**config.mk**
```make
export PLATFORM = sky130hd
export DESIGN_NAME = gw_tag_gateway
export DESIGN_NICKNAME = d
export VERILOG_FILES = /design/src/hw/gw_tag_pkg.sv /design/src/hw/gw_clk_downsample.sv /design/src/hw/gw_tag_gateway.sv /design/src/hw/gw_tag_master.sv /design/src/hw/gw_tag_trace_replay.sv /design/src/hw/gw_tag_trace_rom.sv
export SDC_FILE = /design/constraint.sdc
export NUM_CORES = 1
export LEC_CHECK = 0
export BUFFER_PORTS_ARGS = -buffer_cell sky130_fd_sc_hd__buf_4
export CORE_MARGIN = 1
export CORE_UTILIZATION = 65
export CTS_CLUSTER_DIAMETER = 120
export DETAILED_ROUTE_END_ITERATION = 12
export GPL_TIMING_DRIVEN = 1
export PLACE_DENSITY = 0.83
export SYNTH_ARGS = -nofsm -noshare
export SYNTH_HDL_FRONTEND = slang
export SYNTH_SLANG_ARGS = --single-unit
export TNS_END_PERCENT = 100
```
**constraint.sdc**
```tcl
create_clock -name bsg_bigblade_pcb -period 6.1 [get_ports bsg_bigblade_pcb]
set_clock_uncertainty 0.15 [all_clocks]
set_input_delay 0.61 -clock bsg_bigblade_pcb [delete_from_list [all_inputs] [get_ports bsg_bigblade_pcb]]
set_output_delay 0.61 -clock bsg_bigblade_pcb [all_outputs]
set_load 0.05 [all_outputs]
```
**src/hw/gw_tag_pkg.sv**
```systemverilog
package gw_tag_pkg;

  ////////////////////////////////////////////////////////////////////////////
  // Field widths

  localparam int tag_id_width_lp      = 2;
  localparam int tag_len_width_lp     = 4;
  localparam int tag_payload_width_lp = 8;
  localparam int tag_op_width_lp      = 2;
  localparam int rom_addr_width_lp    = 4;
  localparam int tag_body_width_lp    = 15;

  // Start bit, node id, data_not_reset and length
  localparam int tag_hdr_width_lp    = 1 + tag_id_width_lp + 1 + tag_len_width_lp;
  localparam int tag_packet_width_lp = tag_hdr_width_lp + tag_payload_width_lp;

  // Core clock enable period while the trace is replayed
  localparam int slowdown_ratio_lp = 4;

  ////////////////////////////////////////////////////////////////////////////
  // Client nodes and their reset values

  localparam logic [tag_id_width_lp-1:0]      node_disable_lp  = 2'd0;
  localparam logic [tag_id_width_lp-1:0]      node_cfg_lp      = 2'd1;
  localparam logic [tag_payload_width_lp-1:0] cfg_reset_lp     = 8'h00;
  localparam logic                            disable_reset_lp = 1'b1;

  ////////////////////////////////////////////////////////////////////////////
  // Trace ROM word

  typedef enum logic [tag_op_width_lp-1:0] {
    op_send_c   = 2'd0,
    op_wait_c   = 2'd1,
    op_finish_c = 2'd2
  } tag_op_e;

  // Field order matches the order bits go out on the wire
  typedef struct packed {
    logic [tag_id_width_lp-1:0]      node_id;
    logic                            data_not_reset;
    logic [tag_len_width_lp-1:0]     len;
    logic [tag_payload_width_lp-1:0] payload;
  } tag_send_s;

  typedef struct packed {
    logic [tag_body_width_lp-1:0] cycles;
  } tag_wait_s;

  // Same body bits, read as a packet or as a delay depending on the opcode
  typedef union packed {
    tag_send_s send;
    tag_wait_s delay;
  } tag_rom_body_u;

  typedef struct packed {
    tag_op_e       op;
    tag_rom_body_u body;
  } tag_rom_word_s;

  ////////////////////////////////////////////////////////////////////////////
  // Stage structs

  // Packet header as seen by the master, start bit already stripped
  typedef struct packed {
    logic [tag_id_width_lp-1:0]  node_id;
    logic                        data_not_reset;
    logic [tag_len_width_lp-1:0] len;
  } tag_hdr_s;

  typedef struct packed {
    logic en;
    logic data;
  } tag_bit_s;

endpackage

```
**src/hw/gw_clk_downsample.sv**
```systemverilog
`timescale 1ns/1ps

module gw_clk_downsample (
  input  logic bsg_bigblade_pcb,
  input  logic arst_n_i,
  input  logic done_i,
  output logic core_clk_en_o
);

  logic [$clog2(gw_tag_pkg::slowdown_ratio_lp)-1:0] cnt_r;
  logic                                             slow_tick;
  logic                                             en_r;

  // One tick at the end of every slowdown period
  assign slow_tick = (cnt_r == (gw_tag_pkg::slowdown_ratio_lp - 1));

  always_ff @(posedge bsg_bigblade_pcb or negedge arst_n_i) begin
    if (!arst_n_i) begin
      cnt_r <= '0;
    end else if (slow_tick) begin
      cnt_r <= '0;
    end else begin
      cnt_r <= cnt_r + 1'b1;
    end
  end

  ////////////////////////////////////////////////////////////////////////////
  // Enable strobe

  // Full rate from the cycle after programming is done
  always_ff @(posedge bsg_bigblade_pcb or negedge arst_n_i) begin
    if (!arst_n_i) begin
      en_r <= 1'b0;
    end else begin
      en_r <= done_i | slow_tick;
    end
  end

  assign core_clk_en_o = en_r;

endmodule

```
**src/hw/gw_tag_gateway.sv**
```systemverilog
`timescale 1ns/1ps

module gw_tag_gateway (
  input  logic                                        bsg_bigblade_pcb,
  input  logic                                        arst_n_i,
  input  logic                                        replay_en_i,
  output logic                                        tag_en_o,
  output logic                                        tag_data_o,
  output logic                                        output_disable_o,
  output logic [gw_tag_pkg::tag_payload_width_lp-1:0] cfg_o,
  output logic                                        core_clk_en_o,
  output logic                                        done_o
);

  logic [gw_tag_pkg::rom_addr_width_lp-1:0] rom_addr;
  gw_tag_pkg::tag_rom_word_s                rom_data;
  gw_tag_pkg::tag_bit_s                     tag_bit;
  logic                                     done;

  ////////////////////////////////////////////////////////////////////////////
  // Trace ROM feeding the replay stage

  gw_tag_trace_rom rom0 (
    .addr_i (rom_addr),
    .data_o (rom_data)
  );

  gw_tag_trace_replay replay0 (
    .bsg_bigblade_pcb (bsg_bigblade_pcb),
    .arst_n_i         (arst_n_i),
    .replay_en_i      (replay_en_i),
    .rom_addr_o       (rom_addr),
    .rom_data_i       (rom_data),
    .tag_bit_o        (tag_bit),
    .done_o           (done)
  );

  ////////////////////////////////////////////////////////////////////////////
  // Serial tag decode and core clock enable

  gw_tag_master master0 (
    .bsg_bigblade_pcb (bsg_bigblade_pcb),
    .arst_n_i         (arst_n_i),
    .tag_bit_i        (tag_bit),
    .output_disable_o (output_disable_o),
    .cfg_o            (cfg_o)
  );

  gw_clk_downsample ds0 (
    .bsg_bigblade_pcb (bsg_bigblade_pcb),
    .arst_n_i         (arst_n_i),
    .done_i           (done),
    .core_clk_en_o    (core_clk_en_o)
  );

  assign tag_en_o   = tag_bit.en;
  assign tag_data_o = tag_bit.data;
  assign done_o     = done;

endmodule

```
**src/hw/gw_tag_master.sv**
```systemverilog
`timescale 1ns/1ps

module gw_tag_master (
  input  logic                                        bsg_bigblade_pcb,
  input  logic                                        arst_n_i,
  input  gw_tag_pkg::tag_bit_s                        tag_bit_i,
  output logic                                        output_disable_o,
  output logic [gw_tag_pkg::tag_payload_width_lp-1:0] cfg_o
);

  typedef enum logic [1:0] {
    st_idle,
    st_hdr,
    st_pay
  } state_e;

  state_e                                           state_r;
  logic [gw_tag_pkg::tag_len_width_lp-1:0]          cnt_r;
  logic [$clog2(gw_tag_pkg::tag_payload_width_lp)-1:0] idx_r;
  gw_tag_pkg::tag_hdr_s                             hdr_r;
  gw_tag_pkg::tag_hdr_s                             hdr_next;
  gw_tag_pkg::tag_hdr_s                             end_hdr;
  logic [gw_tag_pkg::tag_payload_width_lp-1:0]      pay_r;
  logic [gw_tag_pkg::tag_payload_width_lp-1:0]      pay_next;
  logic [gw_tag_pkg::tag_payload_width_lp-1:0]      end_pay;
  logic                                             hdr_last;
  logic                                             pay_last;
  logic                                             pkt_end;
  logic                                             disable_r;
  logic [gw_tag_pkg::tag_payload_width_lp-1:0]      cfg_r;

  // Header shifts in from the bottom; payload bits land MSB first
  always_comb begin
    hdr_next = {hdr_r[$bits(gw_tag_pkg::tag_hdr_s)-2:0], tag_bit_i.data};
    pay_next = pay_r;
    pay_next[idx_r] = tag_bit_i.data;
  end

  assign hdr_last = tag_bit_i.en && (state_r == st_hdr) && (cnt_r == 1'b1);
  assign pay_last = tag_bit_i.en && (state_r == st_pay) && (cnt_r == 1'b1);
  assign pkt_end  = (hdr_last && (hdr_next.len == '0)) || pay_last;

  // Last bit is folded in so the client updates right after it
  assign end_hdr = hdr_last ? hdr_next : hdr_r;
  assign end_pay = pay_last ? pay_next : '0;

  ////////////////////////////////////////////////////////////////////////////
  // Deserializer FSM

  always_ff @(posedge bsg_bigblade_pcb or negedge arst_n_i) begin
    if (!arst_n_i) begin
      state_r <= st_idle;
      cnt_r   <= '0;
      idx_r   <= '0;
    end else if (tag_bit_i.en) begin
      case (state_r)
        st_idle: begin
          if (tag_bit_i.data) begin
            state_r <= st_hdr;
            cnt_r   <= (gw_tag_pkg::tag_len_width_lp)'(gw_tag_pkg::tag_hdr_width_lp - 1);
          end
        end
        st_hdr: begin
          if (cnt_r != 1'b1) begin
            cnt_r <= cnt_r - 1'b1;
          end else if (hdr_next.len == '0) begin
            state_r <= st_idle;
          end else begin
            state_r <= st_pay;
            cnt_r   <= hdr_next.len;
            idx_r   <= '1;
          end
        end
        st_pay: begin
          if (cnt_r == 1'b1) begin
            state_r <= st_idle;
          end else begin
            cnt_r <= cnt_r - 1'b1;
            idx_r <= idx_r - 1'b1;
          end
        end
        default: state_r <= st_idle;
      endcase
    end
  end

  always_ff @(posedge bsg_bigblade_pcb) begin
    if (tag_bit_i.en) begin
      if (state_r == st_idle) pay_r <= '0;
      if (state_r == st_hdr) hdr_r <= hdr_next;
      if (state_r == st_pay) pay_r <= pay_next;
    end
  end

  ////////////////////////////////////////////////////////////////////////////
  // Client registers, unknown node ids fall through

  always_ff @(posedge bsg_bigblade_pcb or negedge arst_n_i) begin
    if (!arst_n_i) begin
      disable_r <= gw_tag_pkg::disable_reset_lp;
      cfg_r     <= gw_tag_pkg::cfg_reset_lp;
    end else if (pkt_end) begin
      if (end_hdr.node_id == gw_tag_pkg::node_disable_lp) begin
        disable_r <= end_hdr.data_not_reset ?
                     end_pay[gw_tag_pkg::tag_payload_width_lp-1] : gw_tag_pkg::disable_reset_lp;
      end
      if (end_hdr.node_id == gw_tag_pkg::node_cfg_lp) begin
        cfg_r <= end_hdr.data_not_reset ? end_pay : gw_tag_pkg::cfg_reset_lp;
      end
    end
  end

  assign output_disable_o = disable_r;
  assign cfg_o            = cfg_r;

endmodule

```
**src/hw/gw_tag_trace_replay.sv**
```systemverilog
`timescale 1ns/1ps

module gw_tag_trace_replay (
  input  logic                                     bsg_bigblade_pcb,
  input  logic                                     arst_n_i,
  input  logic                                     replay_en_i,
  output logic [gw_tag_pkg::rom_addr_width_lp-1:0] rom_addr_o,
  input  gw_tag_pkg::tag_rom_word_s                rom_data_i,
  output gw_tag_pkg::tag_bit_s                     tag_bit_o,
  output logic                                     done_o
);

  typedef enum logic [1:0] {
    st_fetch,
    st_shift,
    st_wait
  } state_e;

  state_e                                     state_r;
  logic [gw_tag_pkg::rom_addr_width_lp-1:0]   addr_r;
  logic [gw_tag_pkg::tag_body_width_lp-1:0]   cnt_r;
  logic [gw_tag_pkg::tag_packet_width_lp-1:0] sr_r;
  logic [gw_tag_pkg::tag_body_width_lp-1:0]   send_bits;
  logic                                       load_send;
  gw_tag_pkg::tag_bit_s                       tag_bit_r;
  logic                                       done_r;

  // Header plus the top len bits of the payload
  assign send_bits =
    (gw_tag_pkg::tag_body_width_lp)'(gw_tag_pkg::tag_hdr_width_lp) +
    (gw_tag_pkg::tag_body_width_lp)'(rom_data_i.body.send.len);

  assign load_send = (state_r == st_fetch) && (rom_data_i.op == gw_tag_pkg::op_send_c);

  ////////////////////////////////////////////////////////////////////////////
  // Trace walker

  always_ff @(posedge bsg_bigblade_pcb or negedge arst_n_i) begin
    if (!arst_n_i) begin
      state_r   <= st_fetch;
      addr_r    <= '0;
      cnt_r     <= '0;
      tag_bit_r <= '0;
      done_r    <= 1'b0;
    end else begin
      // Bit strobe is quiet unless shifting
      tag_bit_r <= '0;
      if (replay_en_i) begin
        case (state_r)
          st_fetch: begin
            case (rom_data_i.op)
              gw_tag_pkg::op_send_c: begin
                cnt_r   <= send_bits;
                state_r <= st_shift;
              end
              gw_tag_pkg::op_wait_c: begin
                cnt_r   <= rom_data_i.body.delay.cycles;
                state_r <= st_wait;
              end
              // Finish entry, address stays parked on it
              default: done_r <= 1'b1;
            endcase
          end
          st_shift: begin
            tag_bit_r.en   <= 1'b1;
            tag_bit_r.data <= sr_r[gw_tag_pkg::tag_packet_width_lp-1];
            if (cnt_r == 1'b1) begin
              addr_r  <= addr_r + 1'b1;
              state_r <= st_fetch;
            end else begin
              cnt_r <= cnt_r - 1'b1;
            end
          end
          st_wait: begin
            // A zero count behaves like one
            if (cnt_r <= 1'b1) begin
              addr_r  <= addr_r + 1'b1;
              state_r <= st_fetch;
            end else begin
              cnt_r <= cnt_r - 1'b1;
            end
          end
          default: state_r <= st_fetch;
        endcase
      end
    end
  end

  ////////////////////////////////////////////////////////////////////////////
  // Packet shift register, MSB goes out first

  always_ff @(posedge bsg_bigblade_pcb) begin
    if (replay_en_i) begin
      if (load_send) begin
        sr_r <= {1'b1, rom_data_i.body.send};
      end else if (state_r == st_shift) begin
        sr_r <= {sr_r[gw_tag_pkg::tag_packet_width_lp-2:0], 1'b0};
      end
    end
  end

  assign rom_addr_o = addr_r;
  assign tag_bit_o  = tag_bit_r;
  assign done_o     = done_r;

endmodule

```
**src/hw/gw_tag_trace_rom.sv**
```systemverilog
`timescale 1ns/1ps

module gw_tag_trace_rom (
  input  logic [gw_tag_pkg::rom_addr_width_lp-1:0] addr_i,
  output gw_tag_pkg::tag_rom_word_s                data_o
);

  function automatic gw_tag_pkg::tag_rom_word_s send_word(
    input logic [gw_tag_pkg::tag_id_width_lp-1:0]      node_id,
    input logic                                        data_not_reset,
    input logic [gw_tag_pkg::tag_len_width_lp-1:0]     len,
    input logic [gw_tag_pkg::tag_payload_width_lp-1:0] payload
  );
    gw_tag_pkg::tag_rom_word_s word;
    word                          = '0;
    word.op                       = gw_tag_pkg::op_send_c;
    word.body.send.node_id        = node_id;
    word.body.send.data_not_reset = data_not_reset;
    word.body.send.len            = len;
    word.body.send.payload        = payload;
    return word;
  endfunction

  function automatic gw_tag_pkg::tag_rom_word_s wait_word(
    input logic [gw_tag_pkg::tag_body_width_lp-1:0] cycles
  );
    gw_tag_pkg::tag_rom_word_s word;
    word                   = '0;
    word.op                = gw_tag_pkg::op_wait_c;
    word.body.delay.cycles = cycles;
    return word;
  endfunction

  function automatic gw_tag_pkg::tag_rom_word_s finish_word();
    gw_tag_pkg::tag_rom_word_s word;
    word    = '0;
    word.op = gw_tag_pkg::op_finish_c;
    return word;
  endfunction

  ////////////////////////////////////////////////////////////////////////////
  // Boot trace

  always_comb begin
    case (addr_i)
      // Let the clients settle before the first packet
      4'd0:    data_o = wait_word(15'd5);
      // Put both clients into their reset state
      4'd1:    data_o = send_word(gw_tag_pkg::node_disable_lp, 1'b0, 4'd0, 8'h00);
      4'd2:    data_o = send_word(gw_tag_pkg::node_cfg_lp, 1'b0, 4'd0, 8'h00);
      // Core configuration, then release the output disable
      4'd3:    data_o = send_word(gw_tag_pkg::node_cfg_lp, 1'b1, 4'd8, 8'h5A);
      4'd4:    data_o = send_word(gw_tag_pkg::node_disable_lp, 1'b1, 4'd1, 8'h00);
      4'd5:    data_o = wait_word(15'd3);
      default: data_o = finish_word();
    endcase
  end

endmodule

```
==> metrics.yaml <==
sta:
  rsz0062_at_grt: "no"
  final-setup-viol-count: 0
  slew-limit-headroom: 0.2027
  fin_tns_setup_ns: 0
  max_freq_mhz: 305.1
  worstMarginPinSlew_ns: 1.190
  fin_crit_sh: 0.5372
  hold_viol: 0
  fin_crit_ns: 3.277
  slew_viol_final: 0
floorplan:
  start_util: 0.6765
  rows: 28
  dieHeight_um: 80.50
  core_area_um2: 5921
  dieArea_um2: 6479
  io_pins: 16
  die_x_um: 80.50
worst_setup_path:
  reg2reg_from: "replay0.cnt_r[7]"
  crit_path_frequent_cell: "or3_1"
  startpoint_type: "register"
  cp_num_buf_inv: 0
  rrSetupSlack_ns: 2.82
  r2r_end: "replay0.cnt_r[12]"
  path_class: "register to register"
  path_depth: 6
  crit_required_ns: 6.18
  critical_path.top_delay_family: "simple AND/OR/NAND/NOR gates"
  max_stage_delay_ns: 0.88
  cp-end-kind: "register"
  crit_slowest_cell: "or3_1"
  r2r_cells: 6
  critical_path_arrival_ns: 3.35
  cp_cell_sequence: "or3_1, or3_4, nor4_1, or3_1, a2111oi_0, a2111o_1"
  cp-startpoint: "replay0.cnt_r[7]"
  worstPathMaxFanout: 37
power:
  irDropWorstVdd_mv: 0.3185
  p_leak_nw: 1.826
  power_density_nw_per_um2: 489.3
  total_power_mw: 2.119
clock_network:
  cts_root_buf: "clkbuf_8"
  clk_latency_ns: 0.35
  cts-resized-gates: 0
  cts_made_buffers: 9
  clk_pin_slew_ns: 0.08
  clockBufferDepth: 2
  h-tree-depth: 3
  hold_buffers: 0
  tritoncts: "yes"
  cts_setup_buffers: 0
  cts.sinks: 76
placement:
  dp_hpwl_um: 5137
  place_inst: 459
  io_buffers: 15
  gp_congestion: 0.8252
synth:
  ys_types: 55
  ys_ff_latch: 76
  yosysSeqAreaShare: 0.5139
  synth_most_common_cell: "dfrtp_1"
  synthAdderAreaFrac: 0.05936
  yosys.area.top_type_share: 0.2749
  synth_edf_count: 31
  syn_nets: 410
  ys_warn_count: 0
  yosysTopAreaCell: "dfrtp_1"
  synth_top_family_by_area: "simple AND/OR/NAND/NOR gates"
  synthXorXnorAreaFrac: 0.008747
  syn_area_um2: 4005
  synth_mux_area_frac: 0.02812
  yosys-top-cells-area: "dfrtp_1 (27%), edfxtp_1 (23%), ha_1 (5.9%)"
  synth-main-ff-cell: "dfrtp_1"
  synth_commonest_cells: "dfrtp_1 (44), nand2_1 (41), edfxtp_1 (31)"
  synth_compound_area_frac: 0.1446
  syn_area_per_cell_um2: 10.32
  synthCells: 388
  async_reset_ff_frac: 0.5921
  synth-simple-area-share: 0.1993
global_routing:
  track_usage: 0.2702
  grt_max_degree: 46
  grt_pass1_wl_um: 13210
  antenna_found_initial: 0
  grt_pass1_vias: 2863
  overflow: 0
min_path:
  hp-class: "input port to async pin"
route:
  antenna_left: 0
  drc_errors: 0
  vias_per_cell: 6.251
  vias: 2969
  wl_per_cell_um: 16.57
  routed_wirelength_um: 7869
  drtIter0Drc: 243
  dr.pass1.iters: 4
layout:
  layout-drive-gt1-share: 0.09250
  final_cells: 475
  antenna_cells: 0
  area_delta_synth_final_pct: 8.122
  nNetsFinal: 417
outcome:
  status: "finished, final reports clean"
run:
  drv_cap: 0
[worst reg2reg max path, stage by stage (launching register included)]
cell and delay [ns]:
dfrtp_1 0.44, or3_1 0.41, or3_4 0.37, nor4_1 0.31
or3_1 0.89, a2111oi_0 0.21, a2111o_1 0.39
[layout make-up]
cell class                      count  area, um2
Clock buffer                       11      131.4
Clock inverter                      5      77.57
Fill cell                         412       1590
Inverter                           22      82.58
Multi-Input combinational cell    270       1767
Sequential cell                    76       2058
Tap cell                           75      93.84
Timing Repair Buffer               16      120.1
[report_power, final]
part           switching, mW  internal, mW
combinational          0.516         0.316
clock                  0.185         0.230
sequential             0.141         0.730
[flip-flops by register name (all words and copies together) (netlist names), 3 cells and up]
| register | count |
|---|---|
| master0.pay_r | 8 |
| replay0.sr_r | 16 |
| master0.hdr_next | 6 |
| replay0.cnt_r | 15 |
| master0.idx_r | 3 |
| master0.cfg_o | 8 |
| replay0.rom_addr_o | 4 |
| master0.cnt_r | 4 |
[cell families after synthesis]
kind of cell	Yosys count
AO/OA/AOI/OAI	85
AND/OR/NAND/NOR	150
multiplexers	11
XOR/XNOR	4
flip-flops	76
buffers and inverters	42
other	1
adder cells (fa/ha/maj)	19
[metrics by stage]
stage,utilization,hold WS (ns),setup WS (ns),cell area [um2]
CTS,0.7314,0.1179,2.901,4330
floorplan,-,0.1644,2.716,4005
global placement,0.6961,0.2645,3.051,4121
detailed placement,0.6961,0.2751,2.899,4121
global route,0.7314,0.1466,2.560,4330
finish,0.7314,0.09640,2.823,4330
[worst max-delay path by stage]
| stage | end | slack (ns) |
|---|---|---|
| floorplan | replay0.sr_r[0] | 2.72 |
| global placement | replay0.cnt_r[12] | 3.05 |
| detailed placement | replay0.cnt_r[12] | 2.90 |
| CTS | replay0.cnt_r[12] | 2.90 |
| global route | replay0.cnt_r[12] | 2.56 |
| finish | replay0.cnt_r[12] | 2.82 |
[placed cells by master (no fill, tap or decap), types with 7 or more instances in the layout]
cell       n
dfrtp_1   44
nand2_1   41
edfxtp_1  31
o21ai_0   24
nor2_1    23
inv_1     22
ha_1      19
buf_4     16
nand3_1   14
a21oi_1   12
o41ai_1   12
nor2b_1   10
mux2i_1    9
clkbuf_8   9
nand2b_1   8
and2_1     8
nor3_1     8
or3_1      7
[metal layers]
| layer | GRT usage | vias up | wire, um |
|---|---|---|---|
| met5 | 0 | - | 0 |
| met4 | 0.1214 | 0 | 131 |
| met3 | 0.06023 | 18 | 320 |
| met2 | 0.4314 | 82 | 3865 |
| met1 | 0.3508 | 1447 | 3550 |
| li1 | - | 1422 | - |
No activity file was read; power rests on OpenSTA's default activity.
